[config.mk]
export PLATFORM = sky130hd
export DESIGN_NAME = fetchTop
export DESIGN_NICKNAME = d
export VERILOG_FILES = /design/src/verilog/fetchPkg.sv /design/src/verilog/fetchBuffer.sv /design/src/verilog/fetchTop.sv /design/src/verilog/icache.sv /design/src/verilog/icacheArbiter.sv
export VERILOG_INCLUDE_DIRS = /design/src /design/src/verilog
export SDC_FILE = /design/constraint.sdc
export NUM_CORES = 1
export LEC_CHECK = 0
export ABC_AREA = 1
export ABC_CLOCK_PERIOD_IN_PS = 10400
export BUFFER_PORTS_ARGS = -buffer_cell sky130_fd_sc_hd__buf_2
export CORE_AREA = 3 3 153 155
export DETAILED_ROUTE_END_ITERATION = 16
export DIE_AREA = 0 0 156 158
export GPL_TIMING_DRIVEN = 0
export MAX_ROUTING_LAYER = met4
export PLACE_DENSITY = 0.78
export SLEW_MARGIN = 20
export SYNTH_ARGS = -nofsm -noshare
export SYNTH_HDL_FRONTEND = slang
export SYNTH_MEMORY_MAX_BITS = 65536
export SYNTH_SLANG_ARGS = --single-unit
export TNS_END_PERCENT = 30
[constraint.sdc]
create_clock -name clk -period 10.4 [get_ports clk]
set_input_delay 3.12 -clock clk [delete_from_list [all_inputs] [get_ports clk]]
set_output_delay 3.12 -clock clk [all_outputs]
set_load 0.01 [all_outputs]
[src/verilog/icache_defines.svh]
`ifndef ICACHE_DEFINES_SVH
`define ICACHE_DEFINES_SVH

// Instruction store depth in 32-bit words
`define ICACHE_WORDS 128

// Words returned per request
`define LINE_WORDS 4

// Cycles from request strobe to response strobe
`define ICACHE_LATENCY 2

// Fetch ports sharing the store
`define NUM_PORTS 2

`endif
[src/irom.hex]
// One 32-bit instruction word per line, word 0 first (addi rd, x0, index)
00000093
00100113
00200193
00300213
00400293
00500313
00600393
00700413
00800493
00900513
00a00593
00b00613
00c00693
00d00713
00e00793
00f00813
01000893
01100913
01200993
01300a13
01400a93
01500b13
01600b93
01700c13
01800c93
01900d13
01a00d93
01b00e13
01c00e93
01d00f13
01e00f93
01f00093
02000113
02100193
02200213
02300293
02400313
02500393
02600413
02700493
02800513
02900593
02a00613
02b00693
02c00713
02d00793
02e00813
02f00893
03000913
03100993
03200a13
03300a93
03400b13
03500b93
03600c13
03700c93
03800d13
03900d93
03a00e13
03b00e93
03c00f13
03d00f93
03e00093
03f00113
04000193
04100213
04200293
04300313
04400393
04500413
04600493
04700513
04800593
04900613
04a00693
04b00713
04c00793
04d00813
04e00893
04f00913
05000993
05100a13
05200a93
05300b13
05400b93
05500c13
05600c93
05700d13
05800d93
05900e13
05a00e93
05b00f13
05c00f93
05d00093
05e00113
05f00193
06000213
06100293
06200313
06300393
06400413
06500493
06600513
06700593
06800613
06900693
06a00713
06b00793
06c00813
06d00893
06e00913
06f00993
07000a13
07100a93
07200b13
07300b93
07400c13
07500c93
07600d13
07700d93
07800e13
07900e93
07a00f13
07b00f93
07c00093
07d00113
07e00193
07f00213

[src/verilog/fetchPkg.sv]
`include "icache_defines.svh"

package fetchPkg;

    // One instruction word
    typedef logic [31:0] tWord;

    // Whole line, word 0 in the low bits
    typedef tWord [`LINE_WORDS-1:0] tLine;

    // Requester id, equal to the port number
    typedef logic [$clog2(`NUM_PORTS)-1:0] tPortId;

    // Fetch buffer sequencer
    typedef enum logic [1:0] {
        IDLE,
        REQUEST,
        WAIT
    } tFetchState;

    // Last granted port for round robin
    typedef enum logic {
        PORT0,
        PORT1
    } tArbOwner;

endpackage

[src/verilog/fetchBuffer.sv]
module fetchBuffer (
    input  logic           clk,
    input  logic           reset,
    input  logic           start,
    input  logic [31:0]    startPc,
    input  logic [3:0]     lineCount,
    input  logic           rspValid,
    input  fetchPkg::tLine rspData,
    output logic           busy,
    output logic           lineValid,
    output logic [31:0]    linePc,
    output fetchPkg::tLine lineData,
    output logic           reqValid,
    output logic [31:0]    reqAddr
);

    import fetchPkg::*;

    tFetchState state;
    logic [31:0] pc;
    logic [3:0]  remaining;
    logic        accept;

    // Still busy in the cycle of the last lineValid
    assign busy = (state != IDLE) | lineValid;

    // A zero count would never terminate cleanly, so it is not a run
    assign accept = start & ~busy & (lineCount != 4'd0);

    // One request strobe per REQUEST visit
    assign reqValid = (state == REQUEST);
    assign reqAddr  = pc;

    always_ff @(posedge clk) begin
        if (reset) begin
            state     <= IDLE;
            lineValid <= 1'b0;
        end else begin
            lineValid <= 1'b0;
            case (state)
                IDLE: begin
                    if (accept) begin
                        state <= REQUEST;
                    end
                end
                REQUEST: begin
                    state <= WAIT;
                end
                WAIT: begin
                    if (rspValid) begin
                        lineValid <= 1'b1;
                        if (remaining == 4'd1) begin
                            state <= IDLE;
                        end else begin
                            state <= REQUEST;
                        end
                    end
                end
                default: begin
                    state <= IDLE;
                end
            endcase
        end
    end

    // Run position and returned line
    always_ff @(posedge clk) begin
        if (accept) begin
            pc        <= startPc;
            remaining <= lineCount;
        end else if (state == WAIT && rspValid) begin
            pc        <= pc + 32'd16;
            remaining <= remaining - 4'd1;
        end
        if (state == WAIT && rspValid) begin
            linePc   <= pc;
            lineData <= rspData;
        end
    end

endmodule

[src/verilog/fetchTop.sv]
`include "icache_defines.svh"

module fetchTop (
    input  logic           clk,
    input  logic           reset,
    input  logic           start0,
    input  logic [31:0]    startPc0,
    input  logic [3:0]     lineCount0,
    output logic           busy0,
    output logic           lineValid0,
    output logic [31:0]    linePc0,
    output fetchPkg::tLine lineData0,
    input  logic           start1,
    input  logic [31:0]    startPc1,
    input  logic [3:0]     lineCount1,
    output logic           busy1,
    output logic           lineValid1,
    output logic [31:0]    linePc1,
    output fetchPkg::tLine lineData1
);

    import fetchPkg::*;

    // Fetch buffers to arbiter
    logic        reqValid0;
    logic [31:0] reqAddr0;
    logic        reqValid1;
    logic [31:0] reqAddr1;
    logic        rspValid0;
    logic        rspValid1;
    tLine        rspData;

    // Arbiter to store
    logic        icReqValid;
    logic [31:0] icReqAddr;
    tPortId      icReqId;
    logic        icRspValid;
    tPortId      icRspId;
    tLine        icRspData;

    fetchBuffer i_fetch0 (
        .clk       (clk),
        .reset     (reset),
        .start     (start0),
        .startPc   (startPc0),
        .lineCount (lineCount0),
        .rspValid  (rspValid0),
        .rspData   (rspData),
        .busy      (busy0),
        .lineValid (lineValid0),
        .linePc    (linePc0),
        .lineData  (lineData0),
        .reqValid  (reqValid0),
        .reqAddr   (reqAddr0)
    );

    fetchBuffer i_fetch1 (
        .clk       (clk),
        .reset     (reset),
        .start     (start1),
        .startPc   (startPc1),
        .lineCount (lineCount1),
        .rspValid  (rspValid1),
        .rspData   (rspData),
        .busy      (busy1),
        .lineValid (lineValid1),
        .linePc    (linePc1),
        .lineData  (lineData1),
        .reqValid  (reqValid1),
        .reqAddr   (reqAddr1)
    );

    icacheArbiter i_arbiter (
        .clk        (clk),
        .reset      (reset),
        .reqValid0  (reqValid0),
        .reqAddr0   (reqAddr0),
        .reqValid1  (reqValid1),
        .reqAddr1   (reqAddr1),
        .icRspValid (icRspValid),
        .icRspId    (icRspId),
        .icRspData  (icRspData),
        .rspValid0  (rspValid0),
        .rspValid1  (rspValid1),
        .rspData    (rspData),
        .icReqValid (icReqValid),
        .icReqAddr  (icReqAddr),
        .icReqId    (icReqId)
    );

    icache #(
        .LATENCY (`ICACHE_LATENCY)
    ) i_icache (
        .clk        (clk),
        .reset      (reset),
        .icReqValid (icReqValid),
        .icReqAddr  (icReqAddr),
        .icReqId    (icReqId),
        .icRspValid (icRspValid),
        .icRspId    (icRspId),
        .icRspData  (icRspData)
    );

endmodule

[src/verilog/icache.sv]
`include "icache_defines.svh"

module icache #(
    parameter int LATENCY = 2
) (
    input  logic             clk,
    input  logic             reset,
    input  logic             icReqValid,
    input  logic [31:0]      icReqAddr,
    input  fetchPkg::tPortId icReqId,
    output logic             icRspValid,
    output fetchPkg::tPortId icRspId,
    output fetchPkg::tLine   icRspData
);

    import fetchPkg::*;

    localparam int IDX_BITS = $clog2(`ICACHE_WORDS);

    tWord rom [`ICACHE_WORDS];

    logic [IDX_BITS-1:0] wordIdx;
    tLine                readLine;

    // Response pipeline, stage 0 is the lookup
    logic   validPipe [LATENCY];
    tPortId idPipe    [LATENCY];
    tLine   dataPipe  [LATENCY];

    initial begin
        $readmemh("/design/src/irom.hex", rom);
    end

    assign wordIdx = icReqAddr[IDX_BITS+1:2];

    // Index arithmetic stays IDX_BITS wide, so the line wraps at the end of the store
    always_comb begin
        for (int w = 0; w < `LINE_WORDS; w++) begin
            readLine[w] = rom[wordIdx + IDX_BITS'(w)];
        end
    end

    always_ff @(posedge clk) begin
        if (reset) begin
            validPipe[0] <= 1'b0;
        end else begin
            validPipe[0] <= icReqValid;
        end
        idPipe[0]   <= icReqId;
        dataPipe[0] <= readLine;
    end

    for (genvar i = 1; i < LATENCY; i++) begin : gStage
        always_ff @(posedge clk) begin
            if (reset) begin
                validPipe[i] <= 1'b0;
            end else begin
                validPipe[i] <= validPipe[i-1];
            end
            idPipe[i]   <= idPipe[i-1];
            dataPipe[i] <= dataPipe[i-1];
        end
    end

    assign icRspValid = validPipe[LATENCY-1];
    assign icRspId    = idPipe[LATENCY-1];
    assign icRspData  = dataPipe[LATENCY-1];

endmodule

[src/verilog/icacheArbiter.sv]
module icacheArbiter (
    input  logic             clk,
    input  logic             reset,
    input  logic             reqValid0,
    input  logic [31:0]      reqAddr0,
    input  logic             reqValid1,
    input  logic [31:0]      reqAddr1,
    input  logic             icRspValid,
    input  fetchPkg::tPortId icRspId,
    input  fetchPkg::tLine   icRspData,
    output logic             rspValid0,
    output logic             rspValid1,
    output fetchPkg::tLine   rspData,
    output logic             icReqValid,
    output logic [31:0]      icReqAddr,
    output fetchPkg::tPortId icReqId
);

    import fetchPkg::*;

    // One pending slot per port
    logic        pending0;
    logic        pending1;
    logic [31:0] slotAddr0;
    logic [31:0] slotAddr1;

    tArbOwner owner;
    logic     grant0;
    logic     grant1;

    // Port 0 wins a tie unless it was granted last
    assign grant0 = pending0 & (~pending1 | (owner == PORT1));
    assign grant1 = pending1 & ~grant0;

    assign icReqValid = grant0 | grant1;
    assign icReqAddr  = grant1 ? slotAddr1 : slotAddr0;
    assign icReqId    = grant1 ? tPortId'(1) : tPortId'(0);

    always_ff @(posedge clk) begin
        if (reset) begin
            pending0 <= 1'b0;
            pending1 <= 1'b0;
            owner    <= PORT1;
        end else begin
            // Clear on grant first, a new strobe then refills the slot
            if (grant0) begin
                pending0 <= 1'b0;
                owner    <= PORT0;
            end
            if (grant1) begin
                pending1 <= 1'b0;
                owner    <= PORT1;
            end
            if (reqValid0) begin
                pending0 <= 1'b1;
            end
            if (reqValid1) begin
                pending1 <= 1'b1;
            end
        end
    end

    // Slot addresses only matter while the flag is set
    always_ff @(posedge clk) begin
        if (reqValid0) begin
            slotAddr0 <= reqAddr0;
        end
        if (reqValid1) begin
            slotAddr1 <= reqAddr1;
        end
    end

    // Route responses back by id
    assign rspValid0 = icRspValid & (icRspId == tPortId'(0));
    assign rspValid1 = icRspValid & (icRspId == tPortId'(1));
    assign rspData   = icRspData;

endmodule

==> metrics.txt <==
Top Ports=400; Net Switching=about 500 µW; Max clock buf depth=2; setup tns final=0 ps; Worst Max-Slew Pin Slew=a little under 800 ps; grt ovf=0; share of cells above drive strength 1=0.351; initial core utilization=0.412; total wire length=between 20 and 25 mm; number of routed nets with antenna violations=0; die height=roughly 160 µm; max frequency=~220 MHz; final setup vio count=0; reg2reg start=i_fetch0.state[1]; WP data arrival=4540 ps; CP startpoint kind=primary input; Max-slew headroom=0.484; CTS tree=done; TritonCTS Buffers=17; CTS clk-pin slew, worst paths=60 ps; CTS Sinks=about 150; CP Data Required Time=approximately 10000 ps; Cell Rows=54; vias in the first global route=6831; Die Width=~160 µm; Synth-to-Final Area Change=30.3%; number of synthesized flops with an enable pin=roughly 140; CORE AREA=roughly 22000 µm²; Critical Path End=i_fetch1.reqAddr[29]; period utilization=0.432; Via density=4.19; Yosys reg bits=149; Die ar.=~25000 µm²; post-route insts no fill=between 1500 and 2000; P_leak=~6 nW; Final min period=around 4500 ps; Worst Hold Path Cells=0; WL/cell=around 13 µm; Placer Congestion=~0.9; Min-Delay Path Class=flip-flop to flip-flop; nets=1492; register area=approximately 4300 µm²; Syn Area/Cell=~9.1 µm²; DR DRC count=0; CP Launch Point=lineCount1[3]; Comb power frac=0.183; Pint=1.26 mW; Clk pwr share=0.376; ys flop type=edfxtp_1; Fin. Hold Viols=0; worst-skew pair later-pin latency=~420 ps; # fillers=approximately 2000; multi-input logic area=about 3400 µm²; Seq/Total Area, Yosys=0.480; Post-synth ARST share=0; initial antenna violation count=1; # port buffers=142; Post-CTS Repair Setup Buffers=0; starting DRC count in detailed routing=just over 500; worst setup margin=5910 ps; number of max-cap violations=0; total number of vias=around 7100; largest net degree at the start of global routing=33; Setup CP Type=primary input to flip-flop; most frequent cells in the layout=buf_4, conb_1, nand2_1, buf_2, edfxtp_1; post-cts sizing count=0; RSZ-0062 raised after global routing=false; first-pass GRT wire length=34.0 mm; Pins Over Slew Limit=0; root buffer cell=clkbuf_16; crit path capture type=flip-flop; r2r endpoint=i_fetch0.remaining[1]; leading cell type in the layout, fill and taps excluded=buf_4; Final Cell Area=between 10000 and 15000 µm²; Reg power frac=0.441; post-synthesis cell area=around 9000 µm²; Tot GR Track Use=0.181; reg2reg path depth=7; distinct cell type count of the synthesized netlist=32; hold-fix buffers at CTS=0; Worst R2R Setup Slack=slightly above 8000 ps; crit-path max FO=32; status=finished clean; Inst Count DP=approximately 1700; pre-CTS setup slack=~5400 ps; H-tree levels=4; Initial DRT Pass Iterations=5; HPWL Detailed=18.1 mm; Cells after Synth=989; Sw Ratio=0.278; Post-Place Cell Area=between 10000 and 15000 µm²; YS warnings=0; Layout Skew=approximately 11 ps; Pwr Density=around 150 nW/µm²; peak supply drop=between 0.09 and 0.1 mV
[flip-flops by register name, indices dropped and copies added (netlist names)]
signal              cells
i_arbiter.pending0      1
i_fetch0.state          2
i_fetch1.reqAddr       32
i_fetch1.remaining      4
i_icache.validPipe      2
i_fetch0.remaining      4
i_fetch1.lineValid      1
i_fetch0.reqAddr       32
i_fetch1.linePc        32
i_fetch0.lineValid      1
i_arbiter.owner         1
i_arbiter.pending1      1
i_fetch0.linePc        32
i_fetch1.state          2
i_icache.idPipe         2
[worst min-delay path by stage]
stage          slack, ps                    end             startpoint
6_report             330  i_icache.idPipe[0][1]  i_icache.idPipe[0][0]
5_1_grt              350  i_icache.idPipe[0][1]  i_icache.idPipe[0][0]
3_3_place_gp         310  i_icache.idPipe[0][1]  i_icache.idPipe[0][0]
4_1_cts              340  i_icache.idPipe[0][1]  i_icache.idPipe[0][0]
2_1_floorplan        310  i_icache.idPipe[0][1]  i_icache.idPipe[0][0]
3_5_place_dp         320  i_icache.idPipe[0][1]  i_icache.idPipe[0][0]
[area by class of cell]
class	instances	area share
plain buffers	270	0.172
repair buffers	147	0.0665
clock buffers	17	0.0361
well taps	280	0.0297
diodes	1	0.000212
clock inverters	14	0.0170
flip-flops and latches	149	0.369
multi-input cells	755	0.287
inverters	70	0.0225
[cells in the mapped netlist (all sizes together), types with 3 or more instances]
master / instances / area [µm²]
nand3: 63 / 315
nor3: 3 / 15.0
o21ai: 28 / 140
inv: 70 / 265
dfxtp: 13 / 260
a21oi: 7 / 38.8
xor2: 10 / 87.6
o21bai: 9 / 67.6
nor2: 98 / 498
nand2: 257 / 1020
buf: 269 / 2020
nand4: 3 / 18.8
edfxtp: 136 / 4080
xnor2: 8 / 70.1
ha: 6 / 75.1
[power groups by stage]
stage | combinational, mW | clock [mW] | sequential [mW]
finish | 0.321 | 0.657 | 0.771
global placement | 0.301 | 0 | 0.781
detailed placement | 0.311 | 0 | 0.782
global route | 0.358 | 0.687 | 0.777
CTS | 0.313 | 0.662 | 0.770
floorplan | 0.250 | 0 | 0.766
[routing by layer]
metal,routed length (µm),vias up,track usage,share of wire
met5,0,-,-,0
met4,891,0,0.0795,0.039
met3,1660,67,0.0295,0.073
met2,12000,384,0.325,0.53
met1,8080,3169,0.197,0.36
li1,-,3508,-,-
[stage by stage]
| step | utilization | hold WS (ps) | power (mW) |
|---|---|---|---|
| final | 0.536 | 334 | 1.75 |
| after global placement | 0.504 | 311 | 1.08 |
| after global routing | 0.536 | 346 | 1.82 |
| after detailed placement | 0.508 | 321 | 1.09 |
| after CTS | 0.536 | 336 | 1.74 |
| after floorplan | - | 310 | 1.02 |
[cells by family (layout without fill, tap and decap cells)]
group,after synthesis,after routing,synth area share
other,1,257,0.000415
XOR/XNOR,18,18,0.0174
AO/OA/AOI/OAI,46,46,0.0288
buffers and inverters,340,518,0.254
AND/OR/NAND/NOR,429,429,0.211
adder cells (fa/ha/maj),6,6,0.00830
flip-flops,149,149,0.480
[critical path: stages]
cell	delay, ps
buf_2	90
nor2_1	40
nand2_1	50
nand2_1	90
nor2_4	220
inv_2	140
buf_6	180
nand2_2	570
Note: power is estimated with default switching activity, not from simulation.
